`config.mk`:
```
export PLATFORM = sky130hd
export DESIGN_NAME = ing_width_upsizer
export DESIGN_NICKNAME = d
export VERILOG_FILES = /design/src/mpls_ingress_pkg.sv /design/src/ing_width_upsizer.sv
export SDC_FILE = /design/constraint.sdc
export NUM_CORES = 1
export LEC_CHECK = 0
export BUFFER_PORTS_ARGS = -buffer_cell sky130_fd_sc_hd__buf_2
export CAP_MARGIN = 20
export CORE_MARGIN = 10
export CORE_UTILIZATION = 45
export DETAILED_ROUTE_END_ITERATION = 10
export HOLD_SLACK_MARGIN = 0.02
export PLACE_DENSITY = 0.65
export SYNTH_ARGS = -nofsm -noshare
export SYNTH_HDL_FRONTEND = slang
export SYNTH_SLANG_ARGS = --single-unit
```
`constraint.sdc`:
```
create_clock -name clk -period 13.4 [get_ports clk]
set_clock_uncertainty 0.1 [all_clocks]
set_input_delay 2.01 -clock clk [delete_from_list [all_inputs] [get_ports clk]]
set_output_delay 2.01 -clock clk [all_outputs]
set_load 0.01 [all_outputs]
```
`src/mpls_ingress_pkg.sv`:
```
/* Shared widths, port map, buffer sizing and enums for the MPLS ingress stage.
   Imported by the ingress modules and the testbench. */
package mpls_ingress_pkg;

  ////////////////////////////////////////////////////////////
  // Converged bus

  localparam int CONV_BYTES = 8;
  localparam int CONV_WIDTH = CONV_BYTES * 8;

  // Byte counter width, holds 0 up to CONV_BYTES
  localparam int CONV_CNT_WIDTH = $clog2(CONV_BYTES + 1);

  ////////////////////////////////////////////////////////////
  // Physical ports

  localparam int NUM_ING_PORTS = 4;

  // Carried on tuser of the converged bus
  localparam int PORT_IDX_WIDTH = $clog2(NUM_ING_PORTS);

  ////////////////////////////////////////////////////////////
  // Packet buffers

  // 32 words of 8 bytes, so 256 bytes per port
  localparam int BUF_DEPTH_WORDS = 32;
  localparam int BUF_ADDR_WIDTH = $clog2(BUF_DEPTH_WORDS);

  // Extra MSB is the wrap bit for full/empty detection
  localparam int BUF_PTR_WIDTH = BUF_ADDR_WIDTH + 1;

  ////////////////////////////////////////////////////////////
  // Enums

  // Port index, also the tuser value on the converged bus
  typedef enum logic [PORT_IDX_WIDTH-1:0] {
    ING_8B_PORT  = 2'd0,
    ING_16B_PORT = 2'd1,
    ING_32B_PORT = 2'd2,
    ING_64B_PORT = 2'd3
  } ing_port_e;

  // Scheduler FSM
  typedef enum logic {
    SCHED_IDLE,
    SCHED_PASS
  } sched_state_e;

endpackage

```
`src/ing_width_upsizer.sv`:
```
/* Packs the beats of one narrow ingress port into 8-byte words with byte keep.
   One instance per physical port, IN_BYTES set to the port width. */
`timescale 1ns/10ps

module ing_width_upsizer #(
  parameter int IN_BYTES = 1
) (
  input  logic                                     clk,
  input  logic                                     rst_n,
  input  logic                                     in_tvalid,
  input  logic [IN_BYTES*8-1:0]                    in_tdata,
  input  logic [IN_BYTES-1:0]                      in_tkeep,
  input  logic                                     in_tlast,
  output logic                                     wide_valid,
  output logic [mpls_ingress_pkg::CONV_WIDTH-1:0]  wide_data,
  output logic [mpls_ingress_pkg::CONV_BYTES-1:0]  wide_keep,
  output logic                                     wide_last
);
  import mpls_ingress_pkg::*;

  logic [CONV_WIDTH-1:0]     acc_data;
  logic [CONV_CNT_WIDTH-1:0] fill_cnt;
  logic [CONV_CNT_WIDTH-1:0] beat_bytes;
  logic [CONV_CNT_WIDTH-1:0] next_fill;
  logic [CONV_WIDTH-1:0]     merged_data;
  logic [CONV_WIDTH-1:0]     masked_data;
  logic [CONV_BYTES-1:0]     merged_keep;
  logic                      word_done;

  // Bytes carried by this beat; keep only counts on a last beat
  always_comb begin
    beat_bytes = CONV_CNT_WIDTH'(IN_BYTES);
    if (in_tlast) begin
      beat_bytes = '0;
      for (int i = 0; i < IN_BYTES; i++) begin
        beat_bytes = beat_bytes + CONV_CNT_WIDTH'(in_tkeep[i]);
      end
    end
  end

  ////////////////////////////////////////////////////////////
  // Lane merge

  always_comb begin
    merged_data = acc_data;
    // Fill count is always a multiple of IN_BYTES here
    merged_data[fill_cnt*8 +: IN_BYTES*8] = in_tdata;

    next_fill = fill_cnt + beat_bytes;
    word_done = in_tvalid && (in_tlast || (next_fill == CONV_CNT_WIDTH'(CONV_BYTES)));

    for (int j = 0; j < CONV_BYTES; j++) begin
      merged_keep[j] = (j < next_fill);
      // Unused lanes go out as zero
      masked_data[j*8 +: 8] = merged_keep[j] ? merged_data[j*8 +: 8] : 8'h00;
    end
  end

  ////////////////////////////////////////////////////////////
  // Registers

  always_ff @(posedge clk or negedge rst_n) begin
    if (!rst_n) begin
      fill_cnt   <= '0;
      wide_valid <= 1'b0;
    end else begin
      wide_valid <= word_done;
      if (word_done) begin
        fill_cnt <= '0;
      end else if (in_tvalid) begin
        fill_cnt <= next_fill;
      end
    end
  end

  always_ff @(posedge clk) begin
    if (in_tvalid) begin
      acc_data <= merged_data;
    end
    if (word_done) begin
      wide_data <= masked_data;
      wide_keep <= merged_keep;
      wide_last <= in_tlast;
    end
  end

endmodule

```
==> summary.txt <==
Final layout
  • Commonest non-fill, non-tap cell in the layout: edfxtp_1
  • Fill count: 1133
  • Most frequent cells in the layout: 137 x edfxtp_1, 86 x buf_2, 38 x inv_1
  • Ant. Diodes: 0
  • Post-route cell area: 7390 µm²
  • P&R area growth vs syn: 19.2%
  • Ratio of cells with drive above 1 in the final layout: 29.1%
  • Area of the multi-input gates: 1720 µm²
  • Reg area: 4240 µm²
  • Final net count: 550

Global route
  • Initial antenna violation count: 0
  • First-pass GRT wire length: 20900 µm
  • Gr ovfl total: 0
  • Number of global-route vias before repair: 3800
  • Largest net degree at the start of global routing: 74
  • GRT Resource Usage Total: 14.4%

Routing
  • WL per Instance: 18.4 µm
  • DR DRC count: 0
  • Final ANT Viol Nets: 0
  • Final WL: 13300 µm
  • Vias: 3819
  • DR iter-0 viols: 321
  • Vias/cell: 5.29
  • Pre-Repair DR Iteration Count: 5

Run
  • Max-cap violations: 0

Logic synthesis
  • Mapped Nets: 458
  • Sequential share of the synthesized area: 68.3%
  • Asr flop ratio synth: 3.52%
  • Main flop type after synthesis: edfxtp_1
  • Unique masters post-synth: 53
  • Syn Std Cell Area: 6200 µm²
  • Yosys warnings: 0
  • Synthesized flop and latch total: 142
  • Syn avg cell area: 14.1 µm²
  • EDFF count, synth: 137
  • Synthesized instance count: 441

Floorplan
  • Core area: 13300 µm²
  • Placement Rows: 42
  • Die Y: 137 µm
  • Io pins: 87
  • Chip width: 137 µm
  • DIE AREA: 18900 µm²
  • Starting Density: 46.5%

Timing
  • Post-route clock period utilization: 35.9%
  • Setup TNS: 0 ns
  • Slew HR: 34.5%
  • Hold_ws: 0.444 ns
  • Max Freq: 208 MHz
  • Max Slew Vio Count: 0
  • Post-layout min period: 4.82 ns
  • Setup repair after global routing missed its margin: no
  • Final Hold Vio Count: 0
  • Final setup fails: 0
  • Slew @ Worst Pin: 0.980 ns
  • Final worst-path setup slack: 8.58 ns

Status
  • Status: finished clean

Hold path
  • Hold Path Class: register to register

Placement
  • Final HPWL from detailed placement: 9070 µm
  • RePlAce Congestion: 0.868
  • DP Area: 6780 µm²
  • Placement Setup Slack: 8.14 ns
  • IO Port Bufs: 86

Clocking
  • Clock Tree Root: clkbuf_16
  • CTS buffer count: 17
  • Clock latency on the worst-skew pair: 0.41 ns
  • TritonCTS clock tree: built
  • Post-CTS Resized: 0
  • Clock transition at path regs: 0.06 ns
  • H-tree Lvls: 4
  • Sink Count: 142
  • Hold_buf cts: 0
  • Post-CTS Setup Inserts: 0
  • Clock Tree Buf Depth: 2

Power
  • Logic gate share of total power: 11.8%
  • Peak supply drop: 84.8 µV
  • Clock power frac: 41.8%
  • P_sw: 276 µW
  • Leakage: 0.00309 µW
  • Total design power: 1150 µW
  • Int Power: 877 µW
  • P per Cell Area: 156 nW/µm²
  • Switching part of the total: 23.9%
  • Reg power frac: 46.4%

Setup path
  • Peak fanout along the critical path: 40
  • Worst Path Required: 13.35 ns
  • CP Capture Type: register
  • Critical Path Start Type: input pin
  • WS Path Type: input pin to register
  • Worst EP arrival: 4.77 ns
==> cells in the mapped netlist (2+ instances only) <==
cell type	n	area, µm²
and3b_1	2	17.5
and2_4	4	35.0
nand3_2	2	20.0
xnor2_1	2	17.5
a21oi_1	21	105
mux2_1	2	22.5
and2_1	7	43.8
dfrtp_1	5	125
nor3_1	2	10.0
o21ai_0	20	100
buf_2	4	20.0
a21boi_1	4	30.0
a21boi_0	15	113
o21ai_4	2	32.5
nor2b_4	2	27.5
mux2_2	14	158
inv_1	38	143
buf_4	3	22.5
mux2i_1	24	240
ha_1	4	50.1
a211oi_2	2	25.0
buf_6	4	45.0
mux2_4	4	60.1
nand2_1	27	101
nand3_1	21	105
edfxtp_1	137	4110
and3_1	6	37.5
and4bb_2	2	25.0
nand2b_1	2	12.5
clkbuf_1	5	18.8
nor2_1	29	109
nor2b_1	4	25.0
==> per-layer routing <==
metal | GRT usage [%] | part of all wire, %
met1 | 18.8 | 43
met5 | 0 | 0
met4 | 5.15 | 1.3
met2 | 22.4 | 48
met3 | 3.90 | 7.3
==> metrics by stage <==
| step | instances | util [%] |
|---|---|---|
| floorplan | 441 | - |
| finish | 722 | 55.4 |
| detailed placement | 690 | 50.8 |
| global route | 722 | 55.4 |
| CTS | 722 | 55.4 |
| global placement | 690 | 50.8 |
==> final cells by class <==
| class | instances | area share, % |
|---|---|---|
| clock inverters | 11 | 2.10 |
| flip-flops and latches | 142 | 57.3 |
| inverters | 38 | 1.93 |
| clock buffers | 21 | 6.23 |
| multi-input cells | 245 | 23.3 |
| repair buffers | 89 | 6.13 |
| well taps | 176 | 2.98 |
==> path summary, 6_finish.rpt <==
kind,from,endpoint,slack (ns),cells past startpoint
max reg2reg,fill_cnt[0],wide_data[60],9.66,7
max,in_tkeep,wide_data[60],8.58,9
min reg2reg,acc_data[63],acc_data[63],0.44,2
min,acc_data[63],acc_data[63],0.44,2
min in group asynchronous,rst_n,wide_valid,1.30,1
max in group asynchronous,rst_n,fill_cnt[1],11.76,1
==> power groups by stage <==
stage | clock [µW] | sequential, µW | combinational [µW]
2_1_floorplan | 0 | 549 | 83.3
3_3_place_gp | 0 | 543 | 133
3_5_place_dp | 0 | 544 | 135
4_1_cts | 488 | 535 | 136
5_1_grt | 509 | 538 | 151
6_report | 482 | 535 | 136
==> flip-flops by register name, summed over array words and instances, names as in the netlist <==
register / flops
acc_data: 64
wide_data: 64
wide_keep: 8
fill_cnt: 4
wide_last: 1
wide_valid: 1
==> worst max-delay path, stage by stage <==
cell and delay [ns]:
buf_2 0.09, nand2b_1 0.14, ha_1 0.25, ha_1 0.29, xor2_1 0.22, nor3_1 0.24
a21oi_1 0.15, nor2b_4 0.78, buf_4 0.56
==> kinds of logic (layout without fill, tap and decap cells) <==
group           count (synthesis)  count (layout)  share of synthesized area (%)
xor+xnor                        3               3                          0.424
mux                            44              44                           7.75
buf+inv                        54             159                           4.01
simple gates                  120             120                           10.6
compound gates                 74              74                           8.05
fa+ha+maj                       4               4                          0.807
flops                         142             142                           68.3
Power figures use the tool's default switching activity.
