**src/mpls_ingress_pkg.sv**
```systemverilog
/* Shared widths, port map, buffer sizing and enums for the MPLS ingress stage.
   Imported by the ingress modules and the testbench. */
package mpls_ingress_pkg;

  ////////////////////////////////////////////////////////////
  // Converged bus

  localparam int CONV_BYTES = 8;
  localparam int CONV_WIDTH = CONV_BYTES * 8;

  // Byte counter width, holds 0 up to CONV_BYTES
  localparam int CONV_CNT_WIDTH = $clog2(CONV_BYTES + 1);

  ////////////////////////////////////////////////////////////
  // Physical ports

  localparam int NUM_ING_PORTS = 4;

  // Carried on tuser of the converged bus
  localparam int PORT_IDX_WIDTH = $clog2(NUM_ING_PORTS);

  ////////////////////////////////////////////////////////////
  // Packet buffers

  // 32 words of 8 bytes, so 256 bytes per port
  localparam int BUF_DEPTH_WORDS = 32;
  localparam int BUF_ADDR_WIDTH = $clog2(BUF_DEPTH_WORDS);

  // Extra MSB is the wrap bit for full/empty detection
  localparam int BUF_PTR_WIDTH = BUF_ADDR_WIDTH + 1;

  ////////////////////////////////////////////////////////////
  // Enums

  // Port index, also the tuser value on the converged bus
  typedef enum logic [PORT_IDX_WIDTH-1:0] {
    ING_8B_PORT  = 2'd0,
    ING_16B_PORT = 2'd1,
    ING_32B_PORT = 2'd2,
    ING_64B_PORT = 2'd3
  } ing_port_e;

  // Scheduler FSM
  typedef enum logic {
    SCHED_IDLE,
    SCHED_PASS
  } sched_state_e;

endpackage

```
**src/ing_rr_scheduler.sv**
```systemverilog
/* Round-robin packet scheduler that merges the port buffers onto the converged bus.
   A grant holds for a whole packet and the port index goes out on tuser. */
`timescale 1ns/10ps

module ing_rr_scheduler (
  input  logic                                         clk,
  input  logic                                         rst_n,
  input  logic [mpls_ingress_pkg::NUM_ING_PORTS-1:0]   pkt_avail,
  input  logic [mpls_ingress_pkg::NUM_ING_PORTS-1:0]   pkt_valid,
  input  logic [mpls_ingress_pkg::CONV_WIDTH-1:0]      pkt_data [mpls_ingress_pkg::NUM_ING_PORTS],
  input  logic [mpls_ingress_pkg::CONV_BYTES-1:0]      pkt_keep [mpls_ingress_pkg::NUM_ING_PORTS],
  input  logic [mpls_ingress_pkg::NUM_ING_PORTS-1:0]   pkt_last,
  input  logic                                         out_tready,
  output logic [mpls_ingress_pkg::NUM_ING_PORTS-1:0]   pkt_ready,
  output logic                                         out_tvalid,
  output logic [mpls_ingress_pkg::CONV_WIDTH-1:0]      out_tdata,
  output logic [mpls_ingress_pkg::CONV_BYTES-1:0]      out_tkeep,
  output logic                                         out_tlast,
  output logic [mpls_ingress_pkg::PORT_IDX_WIDTH-1:0]  out_tuser
);
  import mpls_ingress_pkg::*;

  sched_state_e              state;
  // Current grant, also the last port granted while idle
  ing_port_e                 grant;
  ing_port_e                 next_grant;
  logic                      found;
  logic [PORT_IDX_WIDTH-1:0] cand;

  ////////////////////////////////////////////////////////////
  // Rotating search

  // Walk from farthest to nearest so the port right after the
  // last grant wins; the last granted port itself comes last
  always_comb begin
    found      = 1'b0;
    next_grant = grant;
    cand       = '0;
    for (int off = NUM_ING_PORTS; off >= 1; off--) begin
      cand = grant + PORT_IDX_WIDTH'(off);
      if (pkt_avail[cand]) begin
        found      = 1'b1;
        next_grant = ing_port_e'(cand);
      end
    end
  end

  ////////////////////////////////////////////////////////////
  // FSM

  always_ff @(posedge clk or negedge rst_n) begin
    if (!rst_n) begin
      state <= SCHED_IDLE;
      // Port 0 is searched first after reset
      grant <= ING_64B_PORT;
    end else begin
      case (state)
        SCHED_IDLE: begin
          if (found) begin
            grant <= next_grant;
            state <= SCHED_PASS;
          end
        end
        SCHED_PASS: begin
          // Release only after the last beat has transferred
          if (out_tvalid && out_tready && out_tlast) begin
            state <= SCHED_IDLE;
          end
        end
        default: state <= SCHED_IDLE;
      endcase
    end
  end

  ////////////////////////////////////////////////////////////
  // Output mux

  // Buffer head holds while not read, so the bus stays stable under back-pressure
  always_comb begin
    out_tvalid = (state == SCHED_PASS) && pkt_valid[grant];
    out_tdata  = pkt_data[grant];
    out_tkeep  = pkt_keep[grant];
    out_tlast  = pkt_last[grant];
    out_tuser  = grant;

    pkt_ready = '0;
    if (state == SCHED_PASS) begin
      pkt_ready[grant] = out_tready;
    end
  end

endmodule

```
**config.mk**
```make
export PLATFORM = sky130hd
export DESIGN_NAME = ing_rr_scheduler
export DESIGN_NICKNAME = d
export VERILOG_FILES = /design/src/mpls_ingress_pkg.sv /design/src/ing_rr_scheduler.sv
export SDC_FILE = /design/constraint.sdc
export NUM_CORES = 1
export LEC_CHECK = 0
export BUFFER_PORTS_ARGS = -buffer_cell sky130_fd_sc_hd__clkbuf_2
export CORE_AREA = 2 2 148 150
export DETAILED_ROUTE_END_ITERATION = 16
export DIE_AREA = 0 0 150 152
export PLACE_DENSITY = 0.37
export SLEW_MARGIN = 20
export SYNTH_ARGS = -nofsm -noshare
export SYNTH_HDL_FRONTEND = slang
export SYNTH_SLANG_ARGS = --single-unit
```
**constraint.sdc**
```tcl
create_clock -name clk -period 4.3 [get_ports clk]
set_input_delay 0.215 -clock clk [delete_from_list [all_inputs] [get_ports clk]]
set_output_delay 0.215 -clock clk [all_outputs]
set_load 0.05 [all_outputs]
```
==> results of run 1 <==
routing by layer:
| metal | routed length, µm | part of all wire, % | GRT usage, % |
|---|---|---|---|
| met2 | 7760 | 55 | 23.3 |
| met4 | 250 | 1.8 | 2.16 |
| met5 | 0 | 0 | 0 |
| met1 | 4820 | 34 | 12.5 |
| met3 | 1220 | 8.7 | 1.92 |
state kept, by name, summed over array words and instances (netlist names):
register,flops
out_tuser,2
state,1
critical path, stage by stage, from the launching register on:
cell	delay [ps]
dfstp_4	1040
buf_12	380
mux4_2	560
clkbuf_2	260
power by group:
group	internal (W)	total, W	switching (W)	leakage, nW
clock network	0.000122	0.000147	0.0000248	0.0382
registers	0.0000598	0.000270	0.000211	0.0315
logic	0.00105	0.00310	0.00205	2.19
final cells by class:
class	instances	area [µm²]	share of cell area, %
inverter	3	11.3	0.256
multi-input combinational	107	1920	43.7
tap	280	350	7.97
timing repair buffer	385	1950	44.3
sequential	3	85.1	1.93
clock buffer	4	78.8	1.79
antenna	1	2.50	0.0569
final timing paths:
| path | startpoint | end | slack (ps) |
|---|---|---|---|
| max in group asynchronous | rst_n | out_tuser[1] | 3750 |
| min | pkt_avail[2] | state | 330 |
| min reg2reg | state | state | 660 |
| min in group asynchronous | rst_n | state | 350 |
| max reg2reg | out_tuser[0] | out_tuser[0] | 1860 |
| max | out_tuser[0] | out_tdata[62] | 1560 |
kinds of logic after synthesis:
logic type / share of synthesized area (%)
AO/OA/AOI/OAI: 3.59
adder cells (fa/ha/maj): 2.31
buffers and inverters: 7.58
flip-flops: 3.59
multiplexers: 79.2
AND/OR/NAND/NOR: 3.76
Yosys cell counts:
master / instances / share of area [%]
or3_1: 1 / 0.29
dfstp_2: 2 / 2.4
and3_1: 4 / 1.2
o21ai_0: 2 / 0.46
buf_2: 8 / 1.9
and2_1: 1 / 0.29
nor2b_1: 1 / 0.29
a22oi_1: 1 / 0.35
mux2_4: 1 / 0.69
a221o_1: 1 / 0.46
o31ai_1: 1 / 0.35
o22ai_1: 1 / 0.29
mux2i_1: 3 / 1.4
a211oi_1: 1 / 0.35
buf_12: 3 / 2.8
nor2_1: 3 / 0.52
nor4_1: 1 / 0.29
o311a_1: 1 / 0.46
dfrtp_1: 1 / 1.2
nand4_1: 1 / 0.29
o31a_1: 1 / 0.41
buf_4: 5 / 1.7
ha_1: 4 / 2.3
nand2b_1: 1 / 0.29
buf_6: 1 / 0.52
o21ai_1: 1 / 0.23
clkbuf_1: 1 / 0.17
mux4_2: 74 / 77
a21oi_1: 1 / 0.23
nor3b_1: 1 / 0.35
inv_1: 3 / 0.52
through the flow:
step | cell area, µm² | power (W) | std cells | hold WS, ps | util, %
4_1_cts | 4400 | 0.00358 | 782 | 332 | 20.6
2_1_floorplan | 2160 | 0.00278 | 131 | -80.6 | -
3_5_place_dp | 4310 | 0.00343 | 777 | 18.3 | 20.2
3_3_place_gp | 4310 | 0.00343 | 777 | 19.6 | 20.2
6_report | 4400 | 0.00352 | 783 | 326 | 20.6
5_1_grt | 4400 | 0.00372 | 783 | 346 | 20.6
==> results.ini, run 1 <==
[routing]
dr.pass1.iters=4
drcViolationCount=0
vias=3057
first_iter_violations=98
final_antenna_net_count=0
drt-vias-per-instance=3.90
wirelength_um=14000
routedWlPerCell_um=17.9

[floorplan]
rows=54
die_x_um=150
die_area_um2=22800
num_io_pins=383
coreArea_um2=21400
start_util_pct=10.1
die_y_um=152

[critical_path]
crit_type=reg2out
startpoint_type=flop
worstPathArrival_ps=2530
rr_worst_depth=5
worstPathMaxFanout=44
endpoint_kind=output pin
cp_data_required_time_ps=4090

[timing]
period_share_pct=63.8
min_period_ps=2740
final.setup.worst_slack_ps=1560
fmax_mhz=364
max_slew_margin_pct=52.9
finalSetupTns_ps=0
rsz0062_at_grt=false
finalSetupViolCount=0
drv_slew=0
skew_ps=0.405
worst_slew_pin_slew_ps=706
final_hold_viol_count=0

[hold_path]
hold_depth=2
hold_path.class=in2reg

[global_route]
grt_antenna_before_repair=1
grt-ovfl-total=0
first_global_vias=3334
grt_max_degree=55
grt_usage_pct=11.6
grt_pass1_wl_um=19900

[placed_design]
dp_worst_setup_slack_ps=1700
dp_hpwl_um=12900
port_buffers=382
place.gp.congestion=0.775

[finish]
final_cell_mix=clkbuf_2, mux4_2, and3_1, ha_1
drive_above_1_share_pct=92.4
nets=810
fillers=2393
area_growth_pct=103
final_common_cell=clkbuf_2

[pwr]
p_per_area_nw_per_um2=801
leakagePower_nw=2.26
ir_drop_mv=0.228

[cts]
clock_latency_ps=220
cts_hold_buf=1
clockRootBuffer=clkbuf_16
clockBufferDepth=2
clock-sinks=3
ctsResizeCount=0
h-tree-depth=1
cts_tree=yes
cts_setup_buffers=0
path_clk_slew_ps=30
cts_made_buffers=3

[synth]
ys_seq_area_share_pct=3.59
synth_nets=438
avgSynthCellArea_um2=16.5
yosys_warnings=0
yosysUniqueCellTypes=31
synthCells=131
ys_ff_latch=3
synth_area_um2=2160

[job]
drv_cap=0

[run_status]
status=complete, no violations

Power figures use the tool's default switching activity.
==> inputs of run 2 (changes only) <==
- CORE_AREA: 2 2 148 150 -> 2 2 149 151
- DIE_AREA: 0 0 150 152 -> 0 0 151 153
- clock period: 4.3 -> 2.53 ns (I/O delays scaled with it)
==> run 2 against run 1 <==
- critical path depth is the same
- sequential cell count is the same
- wire length shrank 13%
- via count shrank 1.2%
- cell count grew 0.13%
- sequential share of layout area is essentially flat
- clock skew grew 1.8 ps
- global-route usage shrank 1.8 points
- setup slack lost 1200 ps
- register-to-register slack lost 1200 ps
- power grew 71%
- clock power grew 73%
- largest cell class unchanged
- highest routed layer unchanged
==> results.ini, run 2 (synthesis results as in run 1) <==
[pwr]
totalPowerFinal_w=0.00601
p_per_area_nw_per_um2=1350
leakagePower_nw=2.28
ir_drop_mv=1.25

[critical_path]
crit_type=reg2out
worstPathMaxFanout=41
startpoint_type=flop
cp_data_required_time_ps=2400
worstPathArrival_ps=2060
endpoint_kind=output pin

[placed_design]
port_buffers=382
dp_hpwl_um=11200
place.gp.congestion=0.732

[finish]
final_cell_mix=clkbuf_2, mux4_2, and3_1, ha_1, buf_12
area_growth_pct=106
fillers=2377
nets=812
seq_area_um2=85.1
drive_above_1_share_pct=92.5
n_antenna_cell=0
largest_reg_flops=2
final_common_cell=clkbuf_2
multi_input_area_um2=1920

[routing]
first_iter_violations=104
drcViolationCount=0
final_antenna_net_count=0
dr.pass1.iters=4
routedWlPerCell_um=15.5
vias=3020
wirelength_um=12200
drt-vias-per-instance=3.85

[timing]
drv_slew=0
finalSetupTns_ps=0
period_share_pct=86.6
min_period_ps=2190
final_hold_viol_count=0
rsz0062_at_grt=false
skew_ps=2.17
fmax_mhz=457
worst_slew_pin_slew_ps=331
max_slew_margin_pct=77.9
finalSetupViolCount=0

[cts]
ctsResizeCount=0
cts_setup_buffers=0
path_clk_slew_ps=30
h-tree-depth=1
clock-sinks=3
cts_hold_buf=1
cts_made_buffers=3
cts_tree=yes
clock_latency_ps=230
clockRootBuffer=clkbuf_16
clockBufferDepth=2

[floorplan]
die_x_um=151
start_util_pct=10.1
die_y_um=153
coreArea_um2=21500
die_area_um2=23100
num_io_pins=383
rows=54

[global_route]
grt_usage_pct=9.83
first_global_vias=3252
grt_antenna_before_repair=0
grt-ovfl-total=0
grt_pass1_wl_um=17800
grt_max_degree=44

[job]
drv_cap=0

[hold_path]
hold_path.class=in2async

[run_status]
status=complete, no violations

## run 2: critical path, cell delays in order, from the launching register on
cell      delay (ps)
dfstp_4          670
buf_12           280
mux4_2           580
clkbuf_2         260
## run 2: per-layer routing
layer	vias up	global-route usage [%]	wire length [µm]
met5	-	0	0
met4	0	1.47	144
met3	11	2.09	1230
met2	208	19.7	6680
met1	1426	10.5	4140
li1	1375	-	-
## run 2: final timing paths
| kind | slack, ps | startpoint | to | depth (start not counted) |
|---|---|---|---|---|
| worst max register to register | 660 | out_tuser[0] | out_tuser[0] | 4 |
| worst min-delay path | 230 | rst_n | state | 2 |
| worst max-delay path | 340 | out_tuser[0] | out_tdata[35] | 3 |
| max in group asynchronous | 2100 | rst_n | out_tuser[1] | 2 |
| worst min register to register | 680 | state | state | 1 |
| min in group clk | 230 | pkt_avail[2] | state | 2 |
## run 2: area by class of cell
cell class / instances / area share [%]
Clock buffer: 4 / 1.77
Inverter: 3 / 0.253
Sequential cell: 3 / 1.91
Multi-Input combinational cell: 107 / 43.2
Tap cell: 280 / 7.88
Timing Repair Buffer: 387 / 45.0
## run 2: per-stage QoR
step | setup slack, ps | hold slack (ps) | cells | utilization (%) | cell area, µm²
floorplan | 428 | -169 | 131 | - | 2160
global placement | 549 | -71.0 | 779 | 20.3 | 4360
detailed placement | 544 | -71.5 | 779 | 20.3 | 4360
CTS | 304 | 228 | 784 | 20.7 | 4450
global route | 247 | 246 | 784 | 20.7 | 4450
finish | 340 | 229 | 784 | 20.7 | 4450
## run 2: power breakdown
group,leakage (nW),total [W],internal [W],switching [W]
sequential,0.0315,0.000144,0.0000940,0.0000498
combinational,2.21,0.00561,0.00187,0.00374
clock,0.0382,0.000254,0.000208,0.0000460
